--- src/include/core_params.svh ---
`ifndef CORE_PARAMS_SVH
`define CORE_PARAMS_SVH

// datapath and register file sizing
`define XLEN        32
`define REG_INDEX_W 5
`define REG_COUNT   32

`define RESET_PC    32'h8000_0000

// rv32i major opcodes in use
`define OP_LUI      7'b0110111
`define OP_JAL      7'b1101111
`define OP_BRANCH   7'b1100011
`define OP_LOAD     7'b0000011
`define OP_STORE    7'b0100011
`define OP_IMM      7'b0010011
`define OP_REG      7'b0110011

// mem_size codes on the data port
`define SIZE_BYTE   2'd0
`define SIZE_WORD   2'd2

`endif

--- src/core_pkg.sv ---
`default_nettype none

`include "core_params.svh"

package core_pkg;

    typedef struct packed {
        logic [6:0]              funct7;
        logic [`REG_INDEX_W-1:0] rs2;
        logic [`REG_INDEX_W-1:0] rs1;
        logic [2:0]              funct3;
        logic [`REG_INDEX_W-1:0] rd;
        logic [6:0]              opcode;
    } r_fmt_t;

    typedef struct packed {
        logic [11:0]             imm;
        logic [`REG_INDEX_W-1:0] rs1;
        logic [2:0]              funct3;
        logic [`REG_INDEX_W-1:0] rd;
        logic [6:0]              opcode;
    } i_fmt_t;

    typedef struct packed {
        logic [6:0]              imm_hi;
        logic [`REG_INDEX_W-1:0] rs2;
        logic [`REG_INDEX_W-1:0] rs1;
        logic [2:0]              funct3;
        logic [4:0]              imm_lo;
        logic [6:0]              opcode;
    } s_fmt_t;

    typedef struct packed {
        logic                    imm12;
        logic [5:0]              imm10_5;
        logic [`REG_INDEX_W-1:0] rs2;
        logic [`REG_INDEX_W-1:0] rs1;
        logic [2:0]              funct3;
        logic [3:0]              imm4_1;
        logic                    imm11;
        logic [6:0]              opcode;
    } b_fmt_t;

    typedef struct packed {
        logic [19:0]             imm;
        logic [`REG_INDEX_W-1:0] rd;
        logic [6:0]              opcode;
    } u_fmt_t;

    typedef struct packed {
        logic                    imm20;
        logic [9:0]              imm10_1;
        logic                    imm11;
        logic [7:0]              imm19_12;
        logic [`REG_INDEX_W-1:0] rd;
        logic [6:0]              opcode;
    } j_fmt_t;

    // one instruction word, seen through each format
    typedef union packed {
        r_fmt_t r_fmt;
        i_fmt_t i_fmt;
        s_fmt_t s_fmt;
        b_fmt_t b_fmt;
        u_fmt_t u_fmt;
        j_fmt_t j_fmt;
    } inst_u;

    typedef enum logic [2:0] {
        ALU_ADD,
        ALU_SUB,
        ALU_AND,
        ALU_OR,
        ALU_XOR,
        ALU_SLT,
        ALU_PASS_B
    } alu_op_e;

    typedef enum logic [1:0] {
        CMP_EQ,
        CMP_NE,
        CMP_LT,
        CMP_GE
    } cmp_e;

    typedef enum logic [1:0] {
        WB_ALU,
        WB_LOAD,
        WB_LINK
    } wb_sel_e;

endpackage

`default_nettype wire

--- src/dec_if.sv ---
`timescale 1ns/100ps
`default_nettype none

`include "core_params.svh"

interface dec_if;
    import core_pkg::*;

    logic [`REG_INDEX_W-1:0] rs1_index;
    logic [`REG_INDEX_W-1:0] rs2_index;
    logic [`REG_INDEX_W-1:0] rd_index;
    logic [`XLEN-1:0]        imm;
    alu_op_e                 alu_op;
    logic                    alu_src_pc;
    logic                    alu_src_imm;
    cmp_e                    cmp;
    wb_sel_e                 wb_sel;
    logic                    rd_write;
    logic                    byte_access;
    logic                    mem_write;

    modport ctrl (
        output rs1_index, rs2_index, rd_index, imm, alu_op, alu_src_pc, alu_src_imm,
        output cmp, wb_sel, rd_write, byte_access, mem_write
    );

    // operand b may be the immediate, so the alu sees imm as well
    modport alu (input alu_op, alu_src_pc, alu_src_imm, cmp, imm);
    modport rf  (input rs1_index, rs2_index, rd_index, wb_sel, rd_write);
    modport pc  (input imm);
    modport lsu (input byte_access, mem_write);

endinterface

`default_nettype wire

--- src/core_ctrl.sv ---
`timescale 1ns/100ps
`default_nettype none

`include "core_params.svh"

module core_ctrl (
    input  wire              inst_selfdefine,
    input  wire              reset,
    input  wire              if_ready,
    input  wire [`XLEN-1:0]  if_data_read,
    input  wire              mem_ready,
    input  wire              cmp_true,
    output logic             if_valid,
    output logic             mem_start,
    output logic             pc_load,
    output logic             pc_take_target,
    dec_if.ctrl              dec
);
    import core_pkg::*;

    typedef enum logic [1:0] {
        S_FETCH,
        S_EXEC,
        S_MEM
    } state_e;

    state_e     state;
    inst_u      ir;
    logic [6:0] opcode;
    logic [2:0] funct3;
    logic       writes_rd;
    logic       is_mem;
    logic       is_jal;
    logic       is_branch;

    // funct3 to alu op, shared by op-imm and op-reg
    function automatic alu_op_e f3_op(input logic [2:0] f3);
        case (f3)
            3'b010:  return ALU_SLT;
            3'b100:  return ALU_XOR;
            3'b110:  return ALU_OR;
            3'b111:  return ALU_AND;
            default: return ALU_ADD;
        endcase
    endfunction

    always_ff @(posedge inst_selfdefine) begin
        if (reset) begin
            state    <= S_FETCH;
            if_valid <= 1'b0;
        end else begin
            case (state)
                S_FETCH: begin
                    if (if_valid && if_ready) begin
                        state    <= S_EXEC;
                        if_valid <= 1'b0;
                    end else begin
                        if_valid <= 1'b1;
                    end
                end
                S_EXEC: begin
                    state    <= is_mem ? S_MEM : S_FETCH;
                    if_valid <= !is_mem;
                end
                S_MEM: begin
                    if (mem_ready) begin
                        state    <= S_FETCH;
                        if_valid <= 1'b1;
                    end
                end
                default: state <= S_FETCH;
            endcase
        end
    end

    // instruction register
    always_ff @(posedge inst_selfdefine) begin
        if (state == S_FETCH && if_valid && if_ready) begin
            ir <= if_data_read;
        end
    end

    assign opcode        = ir.r_fmt.opcode;
    assign funct3        = ir.r_fmt.funct3;
    assign dec.rs1_index = ir.r_fmt.rs1;
    assign dec.rs2_index = ir.r_fmt.rs2;
    assign dec.rd_index  = ir.r_fmt.rd;

    always_comb begin
        dec.imm         = '0;
        dec.alu_op      = ALU_ADD;
        dec.alu_src_pc  = 1'b0;
        dec.alu_src_imm = 1'b0;
        dec.cmp         = CMP_EQ;
        dec.wb_sel      = WB_ALU;
        dec.byte_access = 1'b0;
        dec.mem_write   = 1'b0;
        writes_rd       = 1'b0;
        is_mem          = 1'b0;
        is_jal          = 1'b0;
        is_branch       = 1'b0;
        case (opcode)
            `OP_LUI: begin
                dec.imm         = {ir.u_fmt.imm, 12'b0};
                dec.alu_op      = ALU_PASS_B;
                dec.alu_src_imm = 1'b1;
                writes_rd       = 1'b1;
            end
            `OP_JAL: begin
                dec.imm         = {{11{ir.j_fmt.imm20}}, ir.j_fmt.imm20, ir.j_fmt.imm19_12,
                                   ir.j_fmt.imm11, ir.j_fmt.imm10_1, 1'b0};
                dec.alu_src_pc  = 1'b1;
                dec.alu_src_imm = 1'b1;
                dec.wb_sel      = WB_LINK;
                writes_rd       = 1'b1;
                is_jal          = 1'b1;
            end
            `OP_BRANCH: begin
                dec.imm   = {{19{ir.b_fmt.imm12}}, ir.b_fmt.imm12, ir.b_fmt.imm11,
                             ir.b_fmt.imm10_5, ir.b_fmt.imm4_1, 1'b0};
                is_branch = 1'b1;
                case (funct3)
                    3'b001:  dec.cmp = CMP_NE;
                    3'b100:  dec.cmp = CMP_LT;
                    3'b101:  dec.cmp = CMP_GE;
                    default: dec.cmp = CMP_EQ;
                endcase
            end
            `OP_LOAD: begin
                dec.imm         = {{20{ir.i_fmt.imm[11]}}, ir.i_fmt.imm};
                dec.alu_src_imm = 1'b1;
                dec.wb_sel      = WB_LOAD;
                dec.byte_access = (funct3 == 3'b100);
                writes_rd       = 1'b1;
                is_mem          = 1'b1;
            end
            `OP_STORE: begin
                dec.imm         = {{20{ir.s_fmt.imm_hi[6]}}, ir.s_fmt.imm_hi, ir.s_fmt.imm_lo};
                dec.alu_src_imm = 1'b1;
                dec.byte_access = (funct3 == 3'b000);
                dec.mem_write   = 1'b1;
                is_mem          = 1'b1;
            end
            `OP_IMM: begin
                dec.imm         = {{20{ir.i_fmt.imm[11]}}, ir.i_fmt.imm};
                dec.alu_op      = f3_op(funct3);
                dec.alu_src_imm = 1'b1;
                writes_rd       = 1'b1;
            end
            `OP_REG: begin
                dec.alu_op = f3_op(funct3);
                if (funct3 == 3'b000 && ir.r_fmt.funct7[5]) begin
                    dec.alu_op = ALU_SUB;
                end
                writes_rd = 1'b1;
            end
            default: ;
        endcase
    end

    assign mem_start = (state == S_MEM);

    // retire at end of exec, or when the data port completes
    assign pc_load        = ((state == S_EXEC) && !is_mem) || (mem_start && mem_ready);
    assign pc_take_target = is_jal || (is_branch && cmp_true);
    assign dec.rd_write   = pc_load && writes_rd;

endmodule

`default_nettype wire

--- src/pc_unit.sv ---
`timescale 1ns/100ps
`default_nettype none

`include "core_params.svh"

module pc_unit (
    input  wire              inst_selfdefine,
    input  wire              reset,
    input  wire              pc_load,
    input  wire              pc_take_target,
    output logic [`XLEN-1:0] pc,
    output logic [`XLEN-1:0] link_addr,
    dec_if.pc                dec
);

    logic [`XLEN-1:0] target;

    assign link_addr = pc + `XLEN'd4;
    // branch and jal offsets are both pc relative
    assign target    = pc + dec.imm;

    always_ff @(posedge inst_selfdefine) begin
        if (reset) begin
            pc <= `RESET_PC;
        end else if (pc_load) begin
            pc <= pc_take_target ? target : link_addr;
        end
    end

endmodule

`default_nettype wire

--- src/reg_file.sv ---
`timescale 1ns/100ps
`default_nettype none

`include "core_params.svh"

module reg_file (
    input  wire              inst_selfdefine,
    input  wire              reset,
    input  wire [`XLEN-1:0]  alu_result,
    input  wire [`XLEN-1:0]  load_data,
    input  wire [`XLEN-1:0]  link_addr,
    output logic [`XLEN-1:0] rs1_data,
    output logic [`XLEN-1:0] rs2_data,
    dec_if.rf                dec
);
    import core_pkg::*;

    logic [`XLEN-1:0] regs [`REG_COUNT];
    logic [`XLEN-1:0] wr_data;

    always_comb begin
        case (dec.wb_sel)
            WB_LOAD: wr_data = load_data;
            WB_LINK: wr_data = link_addr;
            default: wr_data = alu_result;
        endcase
    end

    // x0 is never written, so it stays at its reset value
    always_ff @(posedge inst_selfdefine) begin
        if (reset) begin
            for (int i = 0; i < `REG_COUNT; i++) begin
                regs[i] <= '0;
            end
        end else if (dec.rd_write && dec.rd_index != '0) begin
            regs[dec.rd_index] <= wr_data;
        end
    end

    assign rs1_data = regs[dec.rs1_index];
    assign rs2_data = regs[dec.rs2_index];

endmodule

`default_nettype wire

--- src/alu_unit.sv ---
`timescale 1ns/100ps
`default_nettype none

`include "core_params.svh"

module alu_unit (
    input  wire [`XLEN-1:0]  pc,
    input  wire [`XLEN-1:0]  rs1_data,
    input  wire [`XLEN-1:0]  rs2_data,
    output logic [`XLEN-1:0] alu_result,
    output logic             cmp_true,
    dec_if.alu               dec
);
    import core_pkg::*;

    logic [`XLEN-1:0] op_a;
    logic [`XLEN-1:0] op_b;

    assign op_a = dec.alu_src_pc ? pc : rs1_data;
    assign op_b = dec.alu_src_imm ? dec.imm : rs2_data;

    always_comb begin
        case (dec.alu_op)
            ALU_SUB:    alu_result = op_a - op_b;
            ALU_AND:    alu_result = op_a & op_b;
            ALU_OR:     alu_result = op_a | op_b;
            ALU_XOR:    alu_result = op_a ^ op_b;
            ALU_SLT:    alu_result = {{(`XLEN-1){1'b0}}, $signed(op_a) < $signed(op_b)};
            // lui
            ALU_PASS_B: alu_result = op_b;
            default:    alu_result = op_a + op_b;
        endcase
    end

    // branch compare always works on the two registers
    always_comb begin
        case (dec.cmp)
            CMP_NE:  cmp_true = (rs1_data != rs2_data);
            CMP_LT:  cmp_true = ($signed(rs1_data) < $signed(rs2_data));
            CMP_GE:  cmp_true = ($signed(rs1_data) >= $signed(rs2_data));
            default: cmp_true = (rs1_data == rs2_data);
        endcase
    end

endmodule

`default_nettype wire

--- src/lsu.sv ---
`timescale 1ns/100ps
`default_nettype none

`include "core_params.svh"

module lsu (
    input  wire              mem_start,
    input  wire [`XLEN-1:0]  alu_result,
    input  wire [`XLEN-1:0]  rs2_data,
    input  wire [`XLEN-1:0]  mem_data_read,
    output logic             mem_valid,
    output logic [`XLEN-1:0] mem_addr,
    output logic [`XLEN-1:0] mem_data_write,
    output logic [1:0]       mem_size,
    output logic             mem_req,
    output logic [`XLEN-1:0] load_data,
    dec_if.lsu               dec
);

    // request fields stay stable for the whole mem state
    assign mem_valid      = mem_start;
    assign mem_addr       = alu_result;
    assign mem_data_write = rs2_data;
    assign mem_size       = dec.byte_access ? `SIZE_BYTE : `SIZE_WORD;
    assign mem_req        = dec.mem_write;

    // lbu, the byte comes back in bits 7:0
    assign load_data = dec.byte_access ? {{(`XLEN-8){1'b0}}, mem_data_read[7:0]}
                                       : mem_data_read;

endmodule

`default_nettype wire

--- src/core_top.sv ---
`timescale 1ns/100ps
`default_nettype none

`include "core_params.svh"

module core_top (
    input  wire              inst_selfdefine,
    input  wire              reset,
    input  wire              if_ready,
    input  wire [`XLEN-1:0]  if_data_read,
    output wire              if_valid,
    output wire [`XLEN-1:0]  if_addr,
    output wire              mem_valid,
    input  wire              mem_ready,
    input  wire [`XLEN-1:0]  mem_data_read,
    output wire [`XLEN-1:0]  mem_addr,
    output wire [`XLEN-1:0]  mem_data_write,
    output wire [1:0]        mem_size,
    output wire              mem_req
);

    wire [`XLEN-1:0] link_addr;
    wire [`XLEN-1:0] rs1_data;
    wire [`XLEN-1:0] rs2_data;
    wire [`XLEN-1:0] alu_result;
    wire [`XLEN-1:0] load_data;
    wire             cmp_true;
    wire             mem_start;
    wire             pc_load;
    wire             pc_take_target;

    dec_if dec0 ();

    core_ctrl ctrl0 (
        .inst_selfdefine (inst_selfdefine),
        .reset           (reset),
        .if_ready        (if_ready),
        .if_data_read    (if_data_read),
        .mem_ready       (mem_ready),
        .cmp_true        (cmp_true),
        .if_valid        (if_valid),
        .mem_start       (mem_start),
        .pc_load         (pc_load),
        .pc_take_target  (pc_take_target),
        .dec             (dec0.ctrl)
    );

    // the pc is the fetch address
    pc_unit pcu0 (
        .inst_selfdefine (inst_selfdefine),
        .reset           (reset),
        .pc_load         (pc_load),
        .pc_take_target  (pc_take_target),
        .pc              (if_addr),
        .link_addr       (link_addr),
        .dec             (dec0.pc)
    );

    reg_file rf0 (
        .inst_selfdefine (inst_selfdefine),
        .reset           (reset),
        .alu_result      (alu_result),
        .load_data       (load_data),
        .link_addr       (link_addr),
        .rs1_data        (rs1_data),
        .rs2_data        (rs2_data),
        .dec             (dec0.rf)
    );

    alu_unit alu0 (
        .pc              (if_addr),
        .rs1_data        (rs1_data),
        .rs2_data        (rs2_data),
        .alu_result      (alu_result),
        .cmp_true        (cmp_true),
        .dec             (dec0.alu)
    );

    lsu lsu0 (
        .mem_start       (mem_start),
        .alu_result      (alu_result),
        .rs2_data        (rs2_data),
        .mem_data_read   (mem_data_read),
        .mem_valid       (mem_valid),
        .mem_addr        (mem_addr),
        .mem_data_write  (mem_data_write),
        .mem_size        (mem_size),
        .mem_req         (mem_req),
        .load_data       (load_data),
        .dec             (dec0.lsu)
    );

endmodule

`default_nettype wire

--- config.mk ---
export PLATFORM = sky130hd
export DESIGN_NAME = core_top
export DESIGN_NICKNAME = d
export VERILOG_FILES = /design/src/core_pkg.sv /design/src/dec_if.sv /design/src/core_ctrl.sv /design/src/pc_unit.sv /design/src/reg_file.sv /design/src/alu_unit.sv /design/src/lsu.sv /design/src/core_top.sv
export VERILOG_INCLUDE_DIRS = /design/src /design/src/include
export SDC_FILE = /design/constraint.sdc
export NUM_CORES = 2
export LEC_CHECK = 0
export BUFFER_PORTS_ARGS = -buffer_cell sky130_fd_sc_hd__clkbuf_2
export CAP_MARGIN = 25
export CORE_MARGIN = 3
export CORE_UTILIZATION = 35
export DETAILED_ROUTE_END_ITERATION = 12
export PLACE_DENSITY = 0.52
export SLEW_MARGIN = 0
export SYNTH_ARGS = -nofsm -noshare
export SYNTH_HDL_FRONTEND = slang
export SYNTH_SLANG_ARGS = --single-unit
--- constraint.sdc ---
create_clock -name inst_selfdefine -period 7.3 [get_ports inst_selfdefine]
set_input_delay 0.73 -clock inst_selfdefine [delete_from_list [all_inputs] [get_ports inst_selfdefine]]
set_output_delay 0.73 -clock inst_selfdefine [all_outputs]
set_load 0.1 [all_outputs]
==> flow_metrics.tcl <==
set metrics [dict create \
    syn_to_final_growth_pct 16.5 \
    skew_ns 0.0909 \
    fin_crit_ns 7.12 \
    ys_warn_count 0 \
    gp_routability_congestion 0.963 \
    grt_pass1_vias 48800 \
    synthFlopType "edfxtp_1" \
    die_h_microns 439 \
    crit_cells 21 \
    slew_headroom_pct 26.6 \
    p_per_area_mw_per_mm2 307 \
    grt_pass1_wl_microns 397000 \
    slew_viol_final 0 \
    numCtsBuffers 120 \
    syn_inst 5057 \
    synth_cell_types 93 \
    ys_seq_area_share_pct 49.7 \
    async_flop_share_pct 0 \
    critPathRequiredTime_ns 6.57 \
    path_clk_slew_ns 0.07 \
    firstDrtPassIters 6 \
    critical_path_class "flip-flop to primary output" \
    via_per_inst 6.51 \
    yosys_register_bits 1101 \
    synth_area_sq_mm 0.0656 \
    wirelength_met1_microns 112000 \
    leakagePower_uw 0.0274 \
    ir_worst_vdd_mv 0.421 \
    r2r_cells 21 \
    synth-edff-count 1056 \
    crit_chain "buf_12 -> buf_16 -> buf_8 -> mux4_2 -> mux4_2 -> mux2_2 -> nand2b_1 -> o21a_1 -> inv_1 -> fa_2 -> nor2b_2 -> o31a_1 -> o41ai_4 -> o41ai_1 -> o21ba_4 -> o21a_1 -> and2_1 -> o22ai_1 -> buf_4 -> o2111ai_1 -> clkbuf_16" \
    start_kind "flip-flop" \
    fin_nets 5415 \
    cp_num_buf_inv 6 \
    wl_met2_microns 129000 \
    setup_viol 0 \
    synth_mux_area_share_pct 23.4 \
    hold_path_depth 1 \
    synthAdderAreaFrac_pct 3.24 \
    fmaxAchievable_mhz 140 \
    hold_viol 0 \
    power.total_uw 23500 \
    dieArea_sq_mm 0.193 \
    drive_gt1_share_pct 30.0 \
    initial_utilization_pct 35.3 \
    antenna_left 0 \
    track_usage_pct 29.5 \
    hold-worst-slack_ns 0.156 \
    avgSynthCellArea_sq_um 13.0 \
    grt_max_degree 70 \
    root_buffer "clkbuf_16" \
    post-dp-hpwl_microns 181000 \
    wl_per_cell_microns 37.5 \
    numPortBuffers 167 \
    met3WireLength_microns 34800 \
    overflow 0 \
    htree_levels 3 \
    synth-simple-area-share_pct 11.6 \
    synth_top_family_by_area "multiplexers" \
    cts_sinks 1101 \
    worstPathMaxFanout 19 \
    ios 169 \
    fin_crit_sh_pct 97.5 \
    end_kind "primary output" \
    clk_path_buf_depth 3 \
    wl_microns 291000 \
    synth_xor_area_share_pct 0.840 \
    crit_family "compound AO/OA/AOI/OAI gates" \
    antenna_found_initial 13 \
    cap_viol_max_count 0 \
    clk_latency_ns 0.82 \
    place_ws_ns 0.233 \
    hold_path_class "primary input to flip-flop" \
    cts_tree "built" \
    vias 50500 \
    setup_ws_ns 0.182 \
    die_x_microns 439 \
    status "finished, final reports clean" \
    fp.coreArea_sq_mm 0.186 \
    fin_tns_setup_ns 0 \
    crit_slowest_cell "mux4_2" \
    row_count 158 \
    drc 0 \
    worst_pin_slew_ns 1.10 \
    synth_compound_gate_area_share_pct 7.27 \
    crit_path_max_incr_delay_ns 0.51 \
    routed.top_layer "met4" \
    drtIter0Drc 7927 \
    arrival_ns 6.39 \
]
logic make-up after synthesis:
kind of cell	count (synthesis)
and+or+nand+nor	1652
DFF	1101
muxes	729
AOI/OAI and AO/OA	680
buffers and inverters	663
adders and majority gates	168
xor gates and xnor gates	63
other	1
worst paths after layout:
check                  startpoint              end  slack, ns
setup / recovery        flip-flop     mem_addr[30]       0.18
hold / removal    if_data_read[4]      ctrl0.ir[4]       0.16
setup reg to reg        flip-flop  rf0.regs[3][10]       1.05
hold reg to reg    ctrl0.state[0]   ctrl0.state[0]       0.52
where the power goes:
| group | internal [uW] | switching [uW] |
|---|---|---|
| Sequential | 7150 | 220 |
| Combinational | 3150 | 6810 |
| Clock | 3360 | 2800 |
registers in the layout, summed over array words and instances, names as in the netlist, named ones only:
signal,flops
ctrl0.if_valid,1
ctrl0.ir,32
ctrl0.state,2
pcu0.pc,32
rf0.regs,1024
area by class of cell:
| class | instances | area [sq um] |
|---|---|---|
| inverters | 151 | 567 |
| fillers | 17300 | 110000 |
| diodes | 3 | 7.51 |
| multi-input cells | 3325 | 31700 |
| clock buffers | 147 | 3140 |
| clock inverters | 81 | 751 |
| repair buffers | 480 | 4520 |
| well taps | 2480 | 3100 |
| flip-flops and latches | 1101 | 32600 |
what timing repair did:
item | CTS | global route
setup endpoints to repair | 19 | 19
pin swaps | 1 | 5
setup buffers | 14 | 8
hold buffers | 0 | 0
gates cloned | 4 | 5
gates resized for setup | 38 | 73
cell usage after synthesis (23+ instances only):
cell / n / share of area, %
o21ai_0: 104 / 0.79
buf_1: 72 / 0.41
mux2_2: 47 / 0.81
nor4_1: 48 / 0.46
a211oi_1: 64 / 0.73
mux4_2: 640 / 22
a221oi_1: 26 / 0.35
nor3_1: 428 / 3.3
nor2_2: 31 / 0.30
ha_1: 165 / 3.1
and3_1: 23 / 0.22
dfxtp_1: 45 / 1.4
clkbuf_1: 386 / 2.2
a221o_1: 23 / 0.35
xnor2_1: 42 / 0.56
a21oi_1: 126 / 0.96
inv_1: 145 / 0.83
buf_2: 49 / 0.37
a21o_1: 39 / 0.45
edfxtp_1: 1056 / 48
nand2_1: 193 / 1.1
mux2i_1: 41 / 0.63
nor2_1: 687 / 3.9
nand4_1: 25 / 0.24
nand3_1: 38 / 0.29
nand2b_1: 80 / 0.76
o21a_1: 69 / 0.79
o211ai_1: 23 / 0.26
stage by stage:
step,instance area [sq um],utilization [%],instances
after floorplan,65800,-,5089
after global placement,71500,38.5,7501
after detailed placement,71600,38.5,7505
after CTS,75900,40.8,7750
after global routing,76400,41.1,7765
final,76500,41.1,7768
routing by layer:
layer | vias up | track usage [%]
li1 | 20000 | -
met1 | 26200 | 40.4
met2 | 3692 | 44.3
met3 | 656 | 6.93
met4 | 0 | 14.0
met5 | - | 0
layout by cell type (no fill, tap or decap), drive strengths merged, types with 26 or more instances in the layout:
cell,netlist,final
nand2,193,193
mux2,47,47
dfxtp,45,45
inv,150,155
nor4,49,49
o21ai,125,125
a221oi,26,26
nand3,38,38
edfxtp,1056,1056
conb,1,33
a21o,39,39
nor3,428,428
clkinv,1,63
buf,126,332
o21a,69,69
mux4,640,640
mux2i,42,42
clkbuf,386,292
xnor2,42,42
a211oi,64,64
ha,165,165
nor2,718,718
nand2b,80,80
a21oi,126,126
worst reg2reg max path: stages (launching register included):
cell and delay [ns]:
dfxtp_4 0.37, buf_12 0.17, buf_16 0.23, buf_8 0.26
mux4_2 0.52, mux4_2 0.48, mux2_2 0.40, nand2b_1 0.20
o21a_1 0.18, inv_1 0.13, fa_2 0.24, nor2b_2 0.05
o31a_1 0.32, o41ai_4 0.40, buf_4 0.21, o21ai_0 0.14
a221o_1 0.32, o21ai_0 0.17, o211ai_1 0.32, o21ai_2 0.31
buf_4 0.40, nor2_1 0.12
Note: power is estimated with default switching activity, not from simulation.
